`config.mk`:
```
export PLATFORM = sky130hd
export DESIGN_NAME = chip8_cpu
export DESIGN_NICKNAME = d
export VERILOG_FILES = /design/src/hdl/chip8_bus_pkg.sv /design/src/hdl/chip8_isa_pkg.sv /design/src/hdl/chip8_alu.sv /design/src/hdl/chip8_regfile.sv /design/src/hdl/chip8_call_stack.sv /design/src/hdl/chip8_delay_timer.sv /design/src/hdl/chip8_control.sv /design/src/hdl/chip8_cpu.sv
export SDC_FILE = /design/constraint.sdc
export NUM_CORES = 1
export LEC_CHECK = 0
export ABC_CLOCK_PERIOD_IN_PS = 7950
export BUFFER_PORTS_ARGS = -buffer_cell sky130_fd_sc_hd__buf_4
export CORE_MARGIN = 5
export CORE_UTILIZATION = 30
export CTS_BUF_LIST = sky130_fd_sc_hd__clkbuf_4
export CTS_CLUSTER_DIAMETER = 100
export DETAILED_ROUTE_END_ITERATION = 6
export SYNTH_ARGS = -nofsm -noshare
export SYNTH_HDL_FRONTEND = slang
export SYNTH_HIERARCHICAL = 1
export SYNTH_SLANG_ARGS = --single-unit
export TNS_END_PERCENT = 30
```
`constraint.sdc`:
```
create_clock -name clk -period 7.95 [get_ports clk]
set_clock_uncertainty 0.05 [all_clocks]
set_input_delay 0.795 -clock clk [delete_from_list [all_inputs] [get_ports clk]]
set_output_delay 0.795 -clock clk [all_outputs]
set_load 0.01 [all_outputs]
```
`src/hdl/chip8_bus_pkg.sv`:
```
// memory port widths and program layout
// shared by every block that carries addresses or bytes
`default_nettype none

package chip8_bus_pkg;

  typedef logic [11:0] addr_t;
  typedef logic [7:0] data_t;

  // programs are loaded here and pc starts here
  localparam addr_t PROGRAM_START = 12'h200;
  localparam addr_t INSTR_BYTES = 12'd2;

endpackage

`default_nettype wire

```
`src/hdl/chip8_isa_pkg.sv`:
```
// CHIP-8 instruction word layout and opcode classes
// used by the control unit for decode and by the register file for the flag index
`default_nettype none

package chip8_isa_pkg;

  typedef logic [3:0] reg_idx_t;

  typedef struct packed {
    logic [3:0] op;
    reg_idx_t x;
    reg_idx_t y;
    logic [3:0] n;
  } nib_view_t;

  typedef struct packed {
    logic [3:0] op;
    reg_idx_t x;
    logic [7:0] kk;
  } imm_view_t;

  typedef struct packed {
    logic [3:0] op;
    logic [11:0] nnn;
  } addr_view_t;

  // one fetched word, read through whichever view the class needs
  typedef union packed {
    nib_view_t nib;
    imm_view_t imm;
    addr_view_t addr;
  } opcode_t;

  // top nibble classes
  localparam logic [3:0] OP_SYS = 4'h0;
  localparam logic [3:0] OP_JP = 4'h1;
  localparam logic [3:0] OP_CALL = 4'h2;
  localparam logic [3:0] OP_SE_IMM = 4'h3;
  localparam logic [3:0] OP_SNE_IMM = 4'h4;
  localparam logic [3:0] OP_SE_REG = 4'h5;
  localparam logic [3:0] OP_LD_IMM = 4'h6;
  localparam logic [3:0] OP_ADD_IMM = 4'h7;
  localparam logic [3:0] OP_ALU = 4'h8;
  localparam logic [3:0] OP_SNE_REG = 4'h9;
  localparam logic [3:0] OP_LD_I = 4'hA;
  localparam logic [3:0] OP_JP_V0 = 4'hB;
  localparam logic [3:0] OP_MISC = 4'hF;

  // low byte of the Fxkk group
  localparam logic [7:0] MISC_GET_DT = 8'h07;
  localparam logic [7:0] MISC_SET_DT = 8'h15;
  localparam logic [7:0] MISC_ADD_I = 8'h1E;
  localparam logic [7:0] MISC_BCD = 8'h33;
  localparam logic [7:0] MISC_STORE = 8'h55;
  localparam logic [7:0] MISC_LOAD = 8'h65;

  localparam logic [15:0] OPC_RET = 16'h00EE;
  localparam reg_idx_t FLAG_REG = 4'hF;

endpackage

`default_nettype wire

```
`src/hdl/chip8_alu.sv`:
```
// 8xyN arithmetic and logic with VF flag generation
`timescale 1ns/1ns
`default_nettype none

module chip8_alu (
  input wire chip8_bus_pkg::data_t a,
  input wire chip8_bus_pkg::data_t b,
  input wire [3:0] n,
  output chip8_bus_pkg::data_t result,
  output logic flag,
  output logic flag_en
);

  logic [8:0] sum;

  assign sum = {1'b0, a} + {1'b0, b};

  always_comb begin
    result = a;
    flag = 1'b0;
    flag_en = 1'b1;
    case (n)
      4'h0: begin
        result = b;
        flag_en = 1'b0;
      end
      4'h1: begin
        result = a | b;
        flag_en = 1'b0;
      end
      4'h2: begin
        result = a & b;
        flag_en = 1'b0;
      end
      4'h3: begin
        result = a ^ b;
        flag_en = 1'b0;
      end
      4'h4: begin
        result = sum[7:0];
        flag = sum[8];
      end
      // flag is the no-borrow bit
      4'h5: begin
        result = a - b;
        flag = (a >= b);
      end
      4'h6: begin
        result = a >> 1;
        flag = a[0];
      end
      4'h7: begin
        result = b - a;
        flag = (b > a);
      end
      4'hE: begin
        result = a << 1;
        flag = a[7];
      end
      default: flag_en = 1'b0;
    endcase
  end

endmodule

`default_nettype wire

```
`src/hdl/chip8_regfile.sv`:
```
// V0..VF register file, two combinational reads and a result write plus a flag write
`timescale 1ns/1ns
`default_nettype none

module chip8_regfile (
  input wire clk,
  input wire reset,
  input wire chip8_isa_pkg::reg_idx_t rd_x_idx,
  input wire chip8_isa_pkg::reg_idx_t rd_y_idx,
  input wire wr_en,
  input wire chip8_isa_pkg::reg_idx_t wr_idx,
  input wire chip8_bus_pkg::data_t wr_data,
  input wire flag_wr_en,
  input wire chip8_bus_pkg::data_t flag_data,
  output chip8_bus_pkg::data_t rd_x_data,
  output chip8_bus_pkg::data_t rd_y_data
);

  chip8_bus_pkg::data_t regs [16];

  assign rd_x_data = regs[rd_x_idx];
  assign rd_y_data = regs[rd_y_idx];

  always_ff @(posedge clk or posedge reset) begin
    if (reset) begin
      for (int r = 0; r < 16; r++) begin
        regs[r] <= '0;
      end
    end else begin
      if (wr_en) regs[wr_idx] <= wr_data;
      // later assignment, so VF keeps the flag when x is 15
      if (flag_wr_en) regs[chip8_isa_pkg::FLAG_REG] <= flag_data;
    end
  end

endmodule

`default_nettype wire

```
`src/hdl/chip8_call_stack.sv`:
```
// return address LIFO for 2nnn and 00EE, top shows the last pushed entry
`timescale 1ns/1ns
`default_nettype none

module chip8_call_stack #(
  parameter int STACK_DEPTH = 16
) (
  input wire clk,
  input wire reset,
  input wire push,
  input wire pop,
  input wire chip8_bus_pkg::addr_t push_addr,
  output chip8_bus_pkg::addr_t top
);

  localparam int IDX_W = $clog2(STACK_DEPTH);
  localparam logic [IDX_W:0] FULL_COUNT = (IDX_W + 1)'(STACK_DEPTH);

  chip8_bus_pkg::addr_t entries [STACK_DEPTH];
  logic [IDX_W:0] count;
  logic [IDX_W-1:0] top_idx;

  assign top_idx = count[IDX_W-1:0] - IDX_W'(1);
  assign top = entries[top_idx];

  always_ff @(posedge clk or posedge reset) begin
    if (reset) begin
      count <= '0;
    end else if (push) begin
      count <= count + 1'b1;
    end else if (pop) begin
      count <= count - 1'b1;
    end
  end

  always_ff @(posedge clk) begin
    if (push) entries[count[IDX_W-1:0]] <= push_addr;
  end

  a_no_overflow: assert property (@(posedge clk) disable iff (reset)
    push |-> count != FULL_COUNT);
  a_no_underflow: assert property (@(posedge clk) disable iff (reset)
    pop |-> count != '0);

endmodule

`default_nettype wire

```
`src/hdl/chip8_delay_timer.sv`:
```
// delay timer, counts down once per TICK_DIV clocks while nonzero
`timescale 1ns/1ns
`default_nettype none

module chip8_delay_timer #(
  parameter int TICK_DIV = 1666667
) (
  input wire clk,
  input wire reset,
  input wire load,
  input wire chip8_bus_pkg::data_t load_value,
  output chip8_bus_pkg::data_t value
);

  localparam int CNT_W = $clog2(TICK_DIV + 1);
  localparam logic [CNT_W-1:0] LAST = CNT_W'(TICK_DIV - 1);

  logic [CNT_W-1:0] div_cnt;
  logic tick;

  assign tick = (div_cnt == LAST);

  always_ff @(posedge clk or posedge reset) begin
    if (reset) begin
      div_cnt <= '0;
      value <= '0;
    end else begin
      div_cnt <= tick ? '0 : div_cnt + 1'b1;
      // a load in the same cycle as a tick wins
      if (load) begin
        value <= load_value;
      end else if (tick && value != '0) begin
        value <= value - 8'd1;
      end
    end
  end

  a_div_valid: assert property (@(posedge clk) TICK_DIV >= 1);

endmodule

`default_nettype wire

```
`src/hdl/chip8_control.sv`:
```
// fetch/execute sequencer, owns pc, I and the instruction register
// and drives every memory request, including BCD and block moves
`timescale 1ns/1ns
`default_nettype none

module chip8_control (
  input wire clk,
  input wire reset,
  input wire mem_req_ready,
  input wire mem_rsp_valid,
  input wire chip8_bus_pkg::data_t mem_rdata,
  input wire chip8_bus_pkg::data_t rd_x_data,
  input wire chip8_bus_pkg::data_t rd_y_data,
  input wire chip8_bus_pkg::data_t alu_result,
  input wire alu_flag,
  input wire alu_flag_en,
  input wire chip8_bus_pkg::addr_t stack_top,
  input wire chip8_bus_pkg::data_t timer_value,
  output logic mem_req_valid,
  output logic mem_req_write,
  output chip8_bus_pkg::addr_t mem_addr,
  output chip8_bus_pkg::data_t mem_wdata,
  output chip8_isa_pkg::reg_idx_t rd_x_idx,
  output chip8_isa_pkg::reg_idx_t rd_y_idx,
  output logic wr_en,
  output chip8_isa_pkg::reg_idx_t wr_idx,
  output chip8_bus_pkg::data_t wr_data,
  output logic flag_wr_en,
  output chip8_bus_pkg::data_t flag_data,
  output logic [3:0] alu_n,
  output logic stack_push,
  output logic stack_pop,
  output chip8_bus_pkg::addr_t push_addr,
  output logic timer_load,
  output chip8_bus_pkg::data_t timer_load_value
);

  typedef enum logic [3:0] {
    S_FETCH_HI, S_FETCH_HI_WAIT, S_FETCH_LO, S_FETCH_LO_WAIT,
    S_EXEC, S_BCD, S_STORE, S_LOAD, S_LOAD_WAIT
  } state_t;

  state_t state;
  chip8_bus_pkg::addr_t pc;
  chip8_bus_pkg::addr_t i_reg;
  chip8_isa_pkg::opcode_t ir;
  chip8_isa_pkg::reg_idx_t cnt;
  chip8_bus_pkg::addr_t blk_addr;
  chip8_bus_pkg::data_t bcd_digit;
  logic skip;
  logic is_ret;

  assign is_ret = (ir == chip8_isa_pkg::OPC_RET);
  assign blk_addr = i_reg + chip8_bus_pkg::addr_t'(cnt);
  assign rd_y_idx = ir.nib.y;
  assign alu_n = ir.nib.n;
  assign push_addr = pc + chip8_bus_pkg::INSTR_BYTES;
  assign timer_load_value = rd_x_data;
  assign flag_data = chip8_bus_pkg::data_t'(alu_flag);
  assign flag_wr_en = (state == S_EXEC) && (ir.nib.op == chip8_isa_pkg::OP_ALU) && alu_flag_en;

  always_comb begin
    case (cnt)
      4'd0: bcd_digit = rd_x_data / 8'd100;
      4'd1: bcd_digit = (rd_x_data / 8'd10) % 8'd10;
      default: bcd_digit = rd_x_data % 8'd10;
    endcase
  end

  // Fx55 walks V0..Vx, Bnnn needs V0
  always_comb begin
    rd_x_idx = ir.nib.x;
    if (state == S_STORE) begin
      rd_x_idx = cnt;
    end else if (ir.nib.op == chip8_isa_pkg::OP_JP_V0) begin
      rd_x_idx = '0;
    end
  end

  // no request while reset is held
  always_comb begin
    mem_req_valid = !reset;
    mem_req_write = 1'b0;
    mem_addr = pc;
    mem_wdata = rd_x_data;
    case (state)
      S_FETCH_HI: ;
      S_FETCH_LO: mem_addr = pc + 12'd1;
      S_BCD: begin
        mem_req_write = 1'b1;
        mem_addr = blk_addr;
        mem_wdata = bcd_digit;
      end
      S_STORE: begin
        mem_req_write = 1'b1;
        mem_addr = blk_addr;
      end
      S_LOAD: mem_addr = blk_addr;
      default: mem_req_valid = 1'b0;
    endcase
  end

  // single-cycle execute effects
  always_comb begin
    wr_en = 1'b0;
    wr_idx = ir.nib.x;
    wr_data = ir.imm.kk;
    stack_push = 1'b0;
    stack_pop = 1'b0;
    timer_load = 1'b0;
    skip = 1'b0;
    if (state == S_EXEC) begin
      case (ir.nib.op)
        chip8_isa_pkg::OP_SYS: stack_pop = is_ret;
        chip8_isa_pkg::OP_CALL: stack_push = 1'b1;
        chip8_isa_pkg::OP_SE_IMM: skip = (rd_x_data == ir.imm.kk);
        chip8_isa_pkg::OP_SNE_IMM: skip = (rd_x_data != ir.imm.kk);
        chip8_isa_pkg::OP_SE_REG: skip = (ir.nib.n == 4'h0) && (rd_x_data == rd_y_data);
        chip8_isa_pkg::OP_SNE_REG: skip = (ir.nib.n == 4'h0) && (rd_x_data != rd_y_data);
        chip8_isa_pkg::OP_LD_IMM: wr_en = 1'b1;
        chip8_isa_pkg::OP_ADD_IMM: begin
          wr_en = 1'b1;
          wr_data = rd_x_data + ir.imm.kk;
        end
        // undefined 8xyN comes back from the ALU as Vx unchanged
        chip8_isa_pkg::OP_ALU: begin
          wr_en = 1'b1;
          wr_data = alu_result;
        end
        chip8_isa_pkg::OP_MISC: begin
          if (ir.imm.kk == chip8_isa_pkg::MISC_GET_DT) begin
            wr_en = 1'b1;
            wr_data = timer_value;
          end
          timer_load = (ir.imm.kk == chip8_isa_pkg::MISC_SET_DT);
        end
        default: ;
      endcase
    end else if (state == S_LOAD_WAIT && mem_rsp_valid) begin
      wr_en = 1'b1;
      wr_idx = cnt;
      wr_data = mem_rdata;
    end
  end

  always_ff @(posedge clk or posedge reset) begin
    if (reset) begin
      state <= S_FETCH_HI;
      pc <= chip8_bus_pkg::PROGRAM_START;
      i_reg <= '0;
      cnt <= '0;
    end else begin
      case (state)
        S_FETCH_HI: if (mem_req_ready) state <= S_FETCH_HI_WAIT;
        S_FETCH_LO: if (mem_req_ready) state <= S_FETCH_LO_WAIT;
        S_LOAD: if (mem_req_ready) state <= S_LOAD_WAIT;
        S_FETCH_HI_WAIT: begin
          if (mem_rsp_valid) begin
            ir[15:8] <= mem_rdata;
            state <= S_FETCH_LO;
          end
        end
        S_FETCH_LO_WAIT: begin
          if (mem_rsp_valid) begin
            ir[7:0] <= mem_rdata;
            state <= S_EXEC;
          end
        end
        S_EXEC: begin
          // pc moves here once, block moves below never touch it
          state <= S_FETCH_HI;
          cnt <= '0;
          pc <= pc + chip8_bus_pkg::INSTR_BYTES + (skip ? chip8_bus_pkg::INSTR_BYTES : 12'd0);
          case (ir.nib.op)
            chip8_isa_pkg::OP_SYS: if (is_ret) pc <= stack_top;
            chip8_isa_pkg::OP_JP: pc <= ir.addr.nnn;
            chip8_isa_pkg::OP_CALL: pc <= ir.addr.nnn;
            chip8_isa_pkg::OP_JP_V0: pc <= ir.addr.nnn + chip8_bus_pkg::addr_t'(rd_x_data);
            chip8_isa_pkg::OP_LD_I: i_reg <= ir.addr.nnn;
            chip8_isa_pkg::OP_MISC: begin
              case (ir.imm.kk)
                chip8_isa_pkg::MISC_ADD_I: i_reg <= i_reg + chip8_bus_pkg::addr_t'(rd_x_data);
                chip8_isa_pkg::MISC_BCD: state <= S_BCD;
                chip8_isa_pkg::MISC_STORE: state <= S_STORE;
                chip8_isa_pkg::MISC_LOAD: state <= S_LOAD;
                default: ;
              endcase
            end
            default: ;
          endcase
        end
        S_BCD: begin
          if (mem_req_ready) begin
            cnt <= cnt + 4'd1;
            if (cnt == 4'd2) state <= S_FETCH_HI;
          end
        end
        S_STORE: begin
          if (mem_req_ready) begin
            cnt <= cnt + 4'd1;
            if (cnt == ir.nib.x) state <= S_FETCH_HI;
          end
        end
        S_LOAD_WAIT: begin
          if (mem_rsp_valid) begin
            cnt <= cnt + 4'd1;
            state <= (cnt == ir.nib.x) ? S_FETCH_HI : S_LOAD;
          end
        end
        default: state <= S_FETCH_HI;
      endcase
    end
  end

  // a stalled request holds until the memory takes it
  a_req_stable: assert property (@(posedge clk) disable iff (reset)
    mem_req_valid && !mem_req_ready |=> mem_req_valid && $stable(mem_req_write)
      && $stable(mem_addr) && $stable(mem_wdata));

  // responses only while a read is outstanding
  a_rsp_outstanding: assert property (@(posedge clk) disable iff (reset)
    mem_rsp_valid |-> state inside {S_FETCH_HI_WAIT, S_FETCH_LO_WAIT, S_LOAD_WAIT});

endmodule

`default_nettype wire

```
`src/hdl/chip8_cpu.sv`:
```
// CHIP-8 CPU core, fetches and executes over a byte-wide valid/ready memory port
// TICK_DIV sets the delay timer rate and STACK_DEPTH the call depth
`timescale 1ns/1ns
`default_nettype none

module chip8_cpu #(
  parameter int TICK_DIV = 1666667,
  parameter int STACK_DEPTH = 16
) (
  input wire clk,
  input wire reset,
  input wire mem_req_ready,
  input wire mem_rsp_valid,
  input wire chip8_bus_pkg::data_t mem_rdata,
  output logic mem_req_valid,
  output logic mem_req_write,
  output chip8_bus_pkg::addr_t mem_addr,
  output chip8_bus_pkg::data_t mem_wdata
);

  chip8_isa_pkg::reg_idx_t rd_x_idx;
  chip8_isa_pkg::reg_idx_t rd_y_idx;
  chip8_isa_pkg::reg_idx_t wr_idx;
  chip8_bus_pkg::data_t rd_x_data;
  chip8_bus_pkg::data_t rd_y_data;
  chip8_bus_pkg::data_t wr_data;
  chip8_bus_pkg::data_t flag_data;
  chip8_bus_pkg::data_t alu_result;
  chip8_bus_pkg::data_t timer_value;
  chip8_bus_pkg::data_t timer_load_value;
  chip8_bus_pkg::addr_t stack_top;
  chip8_bus_pkg::addr_t push_addr;
  logic [3:0] alu_n;
  logic wr_en;
  logic flag_wr_en;
  logic alu_flag;
  logic alu_flag_en;
  logic stack_push;
  logic stack_pop;
  logic timer_load;

  chip8_control chip8_control_inst (
    .clk, .reset,
    .mem_req_ready, .mem_rsp_valid, .mem_rdata,
    .rd_x_data, .rd_y_data,
    .alu_result, .alu_flag, .alu_flag_en,
    .stack_top, .timer_value,
    .mem_req_valid, .mem_req_write, .mem_addr, .mem_wdata,
    .rd_x_idx, .rd_y_idx,
    .wr_en, .wr_idx, .wr_data, .flag_wr_en, .flag_data,
    .alu_n, .stack_push, .stack_pop, .push_addr,
    .timer_load, .timer_load_value
  );

  chip8_regfile chip8_regfile_inst (
    .clk, .reset, .rd_x_idx, .rd_y_idx,
    .wr_en, .wr_idx, .wr_data, .flag_wr_en, .flag_data,
    .rd_x_data, .rd_y_data
  );

  chip8_alu chip8_alu_inst (
    .a(rd_x_data), .b(rd_y_data), .n(alu_n),
    .result(alu_result), .flag(alu_flag), .flag_en(alu_flag_en)
  );

  chip8_call_stack #(.STACK_DEPTH(STACK_DEPTH)) chip8_call_stack_inst (
    .clk, .reset, .push(stack_push), .pop(stack_pop), .push_addr, .top(stack_top)
  );

  chip8_delay_timer #(.TICK_DIV(TICK_DIV)) chip8_delay_timer_inst (
    .clk, .reset, .load(timer_load), .load_value(timer_load_value), .value(timer_value)
  );

endmodule

`default_nettype wire

```
==> flow_summary.rst <==
.. list-table::
   :header-rows: 1

   * - Metric
     - Value
   * - Critical Path Fanout Max
     - 24
   * - Number of sinks driven by the clock tree
     - 401
   * - Area enclosed by the die boundary
     - 88,700 µm²
   * - First DRT Iteration DRCs
     - 1,585
   * - Max-slew violation count
     - 0
   * - CTS H-Tree Depth
     - 3
   * - Number of library cell types mapped by synthesis
     - 108
   * - Main combinational cell family by area after synthesis
     - multiplexers
   * - Ratio of cells with drive above 1 in the final layout
     - 24.8%
   * - Combined global-route utilization of all metal layers
     - 15.6%
   * - Reg-to-Reg Start
     - chip8_control_inst/state[1]$_DFFE_PP0P_
   * - Initial core utilization
     - 30.3%
   * - Routed via count
     - 18,900
   * - Post-synthesis compound-gate area fraction
     - 13.3%
   * - Total Nets Final
     - 2,307
   * - Start point of the worst min-delay path
     - mem_rdata[0]
   * - Maximum ir drop on the vdd rail
     - 0.000179 V
   * - Post-Syn Instances
     - 2,132
   * - Post-Synth Adder-Cell Area
     - 4.53%
   * - Flop and latch count out of synthesis
     - 401
   * - Share of synthesized flip-flops with an asynchronous set or reset
     - 48.1%
   * - Biggest area consumer among synthesized cells
     - edfxtp_1
   * - Clock transition at the registers of the reported paths
     - 70 ps
   * - Antenna violations before repair
     - 7
   * - Remaining DRCs
     - 0
   * - Weighted congestion at the end of routability-driven global placement
     - 0.873
   * - Total of max-cap violations
     - 0
   * - Worst-case reg-to-reg path depth
     - 25
   * - Synth Area per Inst
     - 11.7 µm²
   * - Synth top area share
     - 25.1%
   * - Arrival time reported for the critical path endpoint
     - 6930 ps
   * - Top FF cell, synth
     - edfxtp_1
   * - Master cell of the clock root buffer
     - clkbuf_4
   * - Cell total after placement
     - 3,167
   * - Boundary Pins
     - 34
   * - Sequential element share of the synthesized area
     - 44.6%
   * - Highest Clock Rate
     - 0.129 GHz
   * - Seq. cell area
     - 11,100 µm²
   * - Total core area
     - 82,100 µm²
   * - Number of detailed-routing iterations run before antenna repair
     - 6
   * - Startpoint class of the critical path
     - flip-flop
   * - Slew at the pin closest to its max-slew limit
     - 1330 ps
   * - Number of flops mapped to enable cells by yosys
     - 208
   * - Longest Clk Path Bufs
     - 3
   * - Required time of the worst setup path
     - 7110 ps
   * - Number of non-filler instances in the completed layout
     - 3,369
   * - Netlist area before placement
     - 24,800 µm²
   * - Type of the worst setup path
     - flip-flop to output pin
   * - Final min period
     - 7780 ps
   * - Area overhead of the layout relative to synthesis
     - 12.0%
   * - Fin crit share
     - 97.8%
   * - TritonCTS clock tree
     - yes
   * - Endpoint of the worst register-to-register path
     - chip8_regfile_inst/regs[6]$_DFFE_PP0P_
   * - WL final
     - 71.5 mm
   * - Leading post-synthesis cells by cell area
     - edfxtp_1, dfrtp_1, mux4_2
   * - Number of hold-slack violations in the final timing report
     - 0
   * - Static leakage
     - 10.9 nW
   * - Clock buffer count from CTS
     - 101
   * - Max FFs per register
     - 192
   * - Total gr overflow
     - 0
   * - Per-cell routed wire length
     - 21.2 µm
   * - Remaining number of nets flagged by the antenna check after routing
     - 0
   * - Element type at the critical path end
     - output pin
   * - Power density relative to cell area
     - 277 nW/µm²
   * - Outcome
     - finished, final reports clean
   * - Final count of negative-setup-slack endpoints
     - 0
   * - Clock insertion delay at the later pin of the skew report
     - 880 ps
   * - Detailed-placement wirelength estimate
     - 48.6 mm
   * - Destination of the worst hold path
     - chip8_control_inst/ir[8]$_DFFE_PP_
   * - Die width
     - 298 µm
   * - Via count of the first global-routing pass
     - 18,700
   * - Std-Cell Rows
     - 105
   * - Multiplexer fraction of the synthesized cell area
     - 17.7%
   * - Number of port buffers
     - 33
   * - Via/cell ratio
     - 5.61
   * - Register-to-register path setup slack
     - 1040 ps
   * - Worst hold margin
     - 88.4 ps
   * - XOR/XNOR Fraction of Synth Area
     - 2.99%
   * - Global-route wire length before repair
     - 110 mm
   * - Pin count of the biggest net entering global routing
     - 75
   * - Worst slew margin
     - 11.2%
   * - Number of synthesis warnings
     - 6
   * - Post-Synth Simple-Gate Area
     - 12.0%
   * - Fill cell count
     - 8,055
   * - Y dimension of the die
     - 298 µm
   * - Type of the worst min-delay path
     - primary input to flip-flop
   * - Min-Delay Path Depth
     - 1
   * - Combined area of the multi-input logic cells
     - 12,800 µm²
==> stage by stage <==
| step | instance area (µm²) | total power, mW | utilization, % | setup WS, ps | setup TNS (ps) |
|---|---|---|---|---|---|
| final | 27800 | 7.70 | 33.9 | 175 | 0 |
| after global routing | 27800 | 8.14 | 33.9 | -22.7 | -22.7 |
| after CTS | 27700 | 7.68 | 33.7 | 14.7 | 0 |
| after detailed placement | 26300 | 5.93 | 32.0 | 489 | 0 |
| after global placement | 26300 | 5.85 | 32.0 | 605 | 0 |
| after floorplan | 24900 | 4.93 | - | 436 | 0 |
==> cell families (layout without fill, tap and decap cells) <==
family,count (synthesis),after routing
mux,266,266
compound gates,481,482
fa+ha+maj,86,86
xor+xnor,84,84
simple gates,578,578
flops,401,401
other cells,1,11
buf+inv,235,391
==> worst max-delay path, stage by stage, from the launching register on <==
cell	delay (ps)
dfrtp_1	420
nand2b_4	140
nor2_4	60
buf_12	140
nor2_4	230
a22o_4	250
buf_12	120
mux4_2	490
a22oi_1	220
nand2_2	140
buf_6	200
nand2_1	70
ha_1	300
nor2_1	140
o2bb2ai_2	80
or3_4	410
a21oi_2	210
a21oi_2	130
ha_1	260
o21ai_2	70
nand2_1	60
a221o_1	340
or3b_1	370
and3_1	190
or3b_4	430
a21o_1	190
a32o_1	250
buf_4	140
==> worst max-delay path by stage <==
stage                                                 start            to  slack, ps  cells past startpoint
floorplan               chip8_control_inst/ir[15]$_DFFE_PP_  mem_wdata[2]        440                     31
global placement    chip8_control_inst/state[0]$_DFFE_PP0P_  mem_wdata[2]        600                     24
detailed placement  chip8_control_inst/state[0]$_DFFE_PP0P_  mem_wdata[2]        490                     24
CTS                 chip8_control_inst/state[1]$_DFFE_PP0P_  mem_wdata[2]         10                     27
global route        chip8_control_inst/state[1]$_DFFE_PP0P_  mem_wdata[2]        -20                     27
finish              chip8_control_inst/state[1]$_DFFE_PP0P_  mem_wdata[2]        170                     27
==> routing by layer <==
layer	GRT usage (%)	part of all wire, %	routed length, µm	vias up
met3	3.68	8.4	6020	157
met1	21.1	42	30300	9487
li1	-	-	-	8390
met4	6.07	3.3	2380	4
met5	0	0.038	27	-
met2	24.4	46	32800	874
==> Yosys cell counts, types with 15 or more instances <==
master and count:
nand3_1 59, mux2i_1 24, xnor2_1 36, buf_2 25, a21oi_1 105, dfrtp_1 192, edfxtp_1 208, nor4_1 21
buf_4 38, inv_1 75, ha_1 78, a21o_1 15, nand4_1 18, nand2b_1 29, mux4_1 36, a221oi_1 21
nor3_1 33, a31oi_1 23, a211oi_1 26, xor2_1 47, nand2_1 125, mux2_2 126, o21ai_0 88, a22oi_1 41
nor2_1 146, buf_6 15, nor2b_1 36, clkbuf_1 69, mux4_2 80
==> power by group <==
part,total [mW],leakage (nW),switching [mW],internal [mW]
Sequential,2.78,4.46,0.239,2.54
Clock,1.70,0.746,0.896,0.808
Combinational,3.22,5.72,1.98,1.24
==> cells in the final DEF, fill, tap and decap left out, types with 46 or more instances in the layout <==
master,n
mux4_2,80
o21ai_0,88
ha_1,76
clkbuf_4,134
mux2_2,126
inv_1,73
nor2_1,141
nand2_1,121
xor2_1,46
buf_4,119
edfxtp_1,208
dfrtp_1,191
a21oi_1,102
nand3_1,59
==> what timing repair did <==
item                       in CTS  in global routing
gates cloned                    1                  0
hold endpoints to repair        4                  0
pin swaps                       2                  7
buffers inserted                4                  3
gates resized for setup        14                 25
hold buffers                    1                  0
setup endpoints to repair       4                  4
==> final cells by class <==
| type | instances | area share [%] |
|---|---|---|
| Antenna cell | 4 | 0.0360 |
| Clock inverter | 54 | 0.954 |
| Tap cell | 1070 | 4.81 |
| Timing Repair Buffer | 128 | 3.74 |
| Sequential cell | 401 | 39.8 |
| Inverter | 75 | 1.02 |
| Clock buffer | 134 | 3.62 |
| Multi-Input combinational cell | 1503 | 46.0 |
Note: power is estimated with default switching activity, not from simulation.
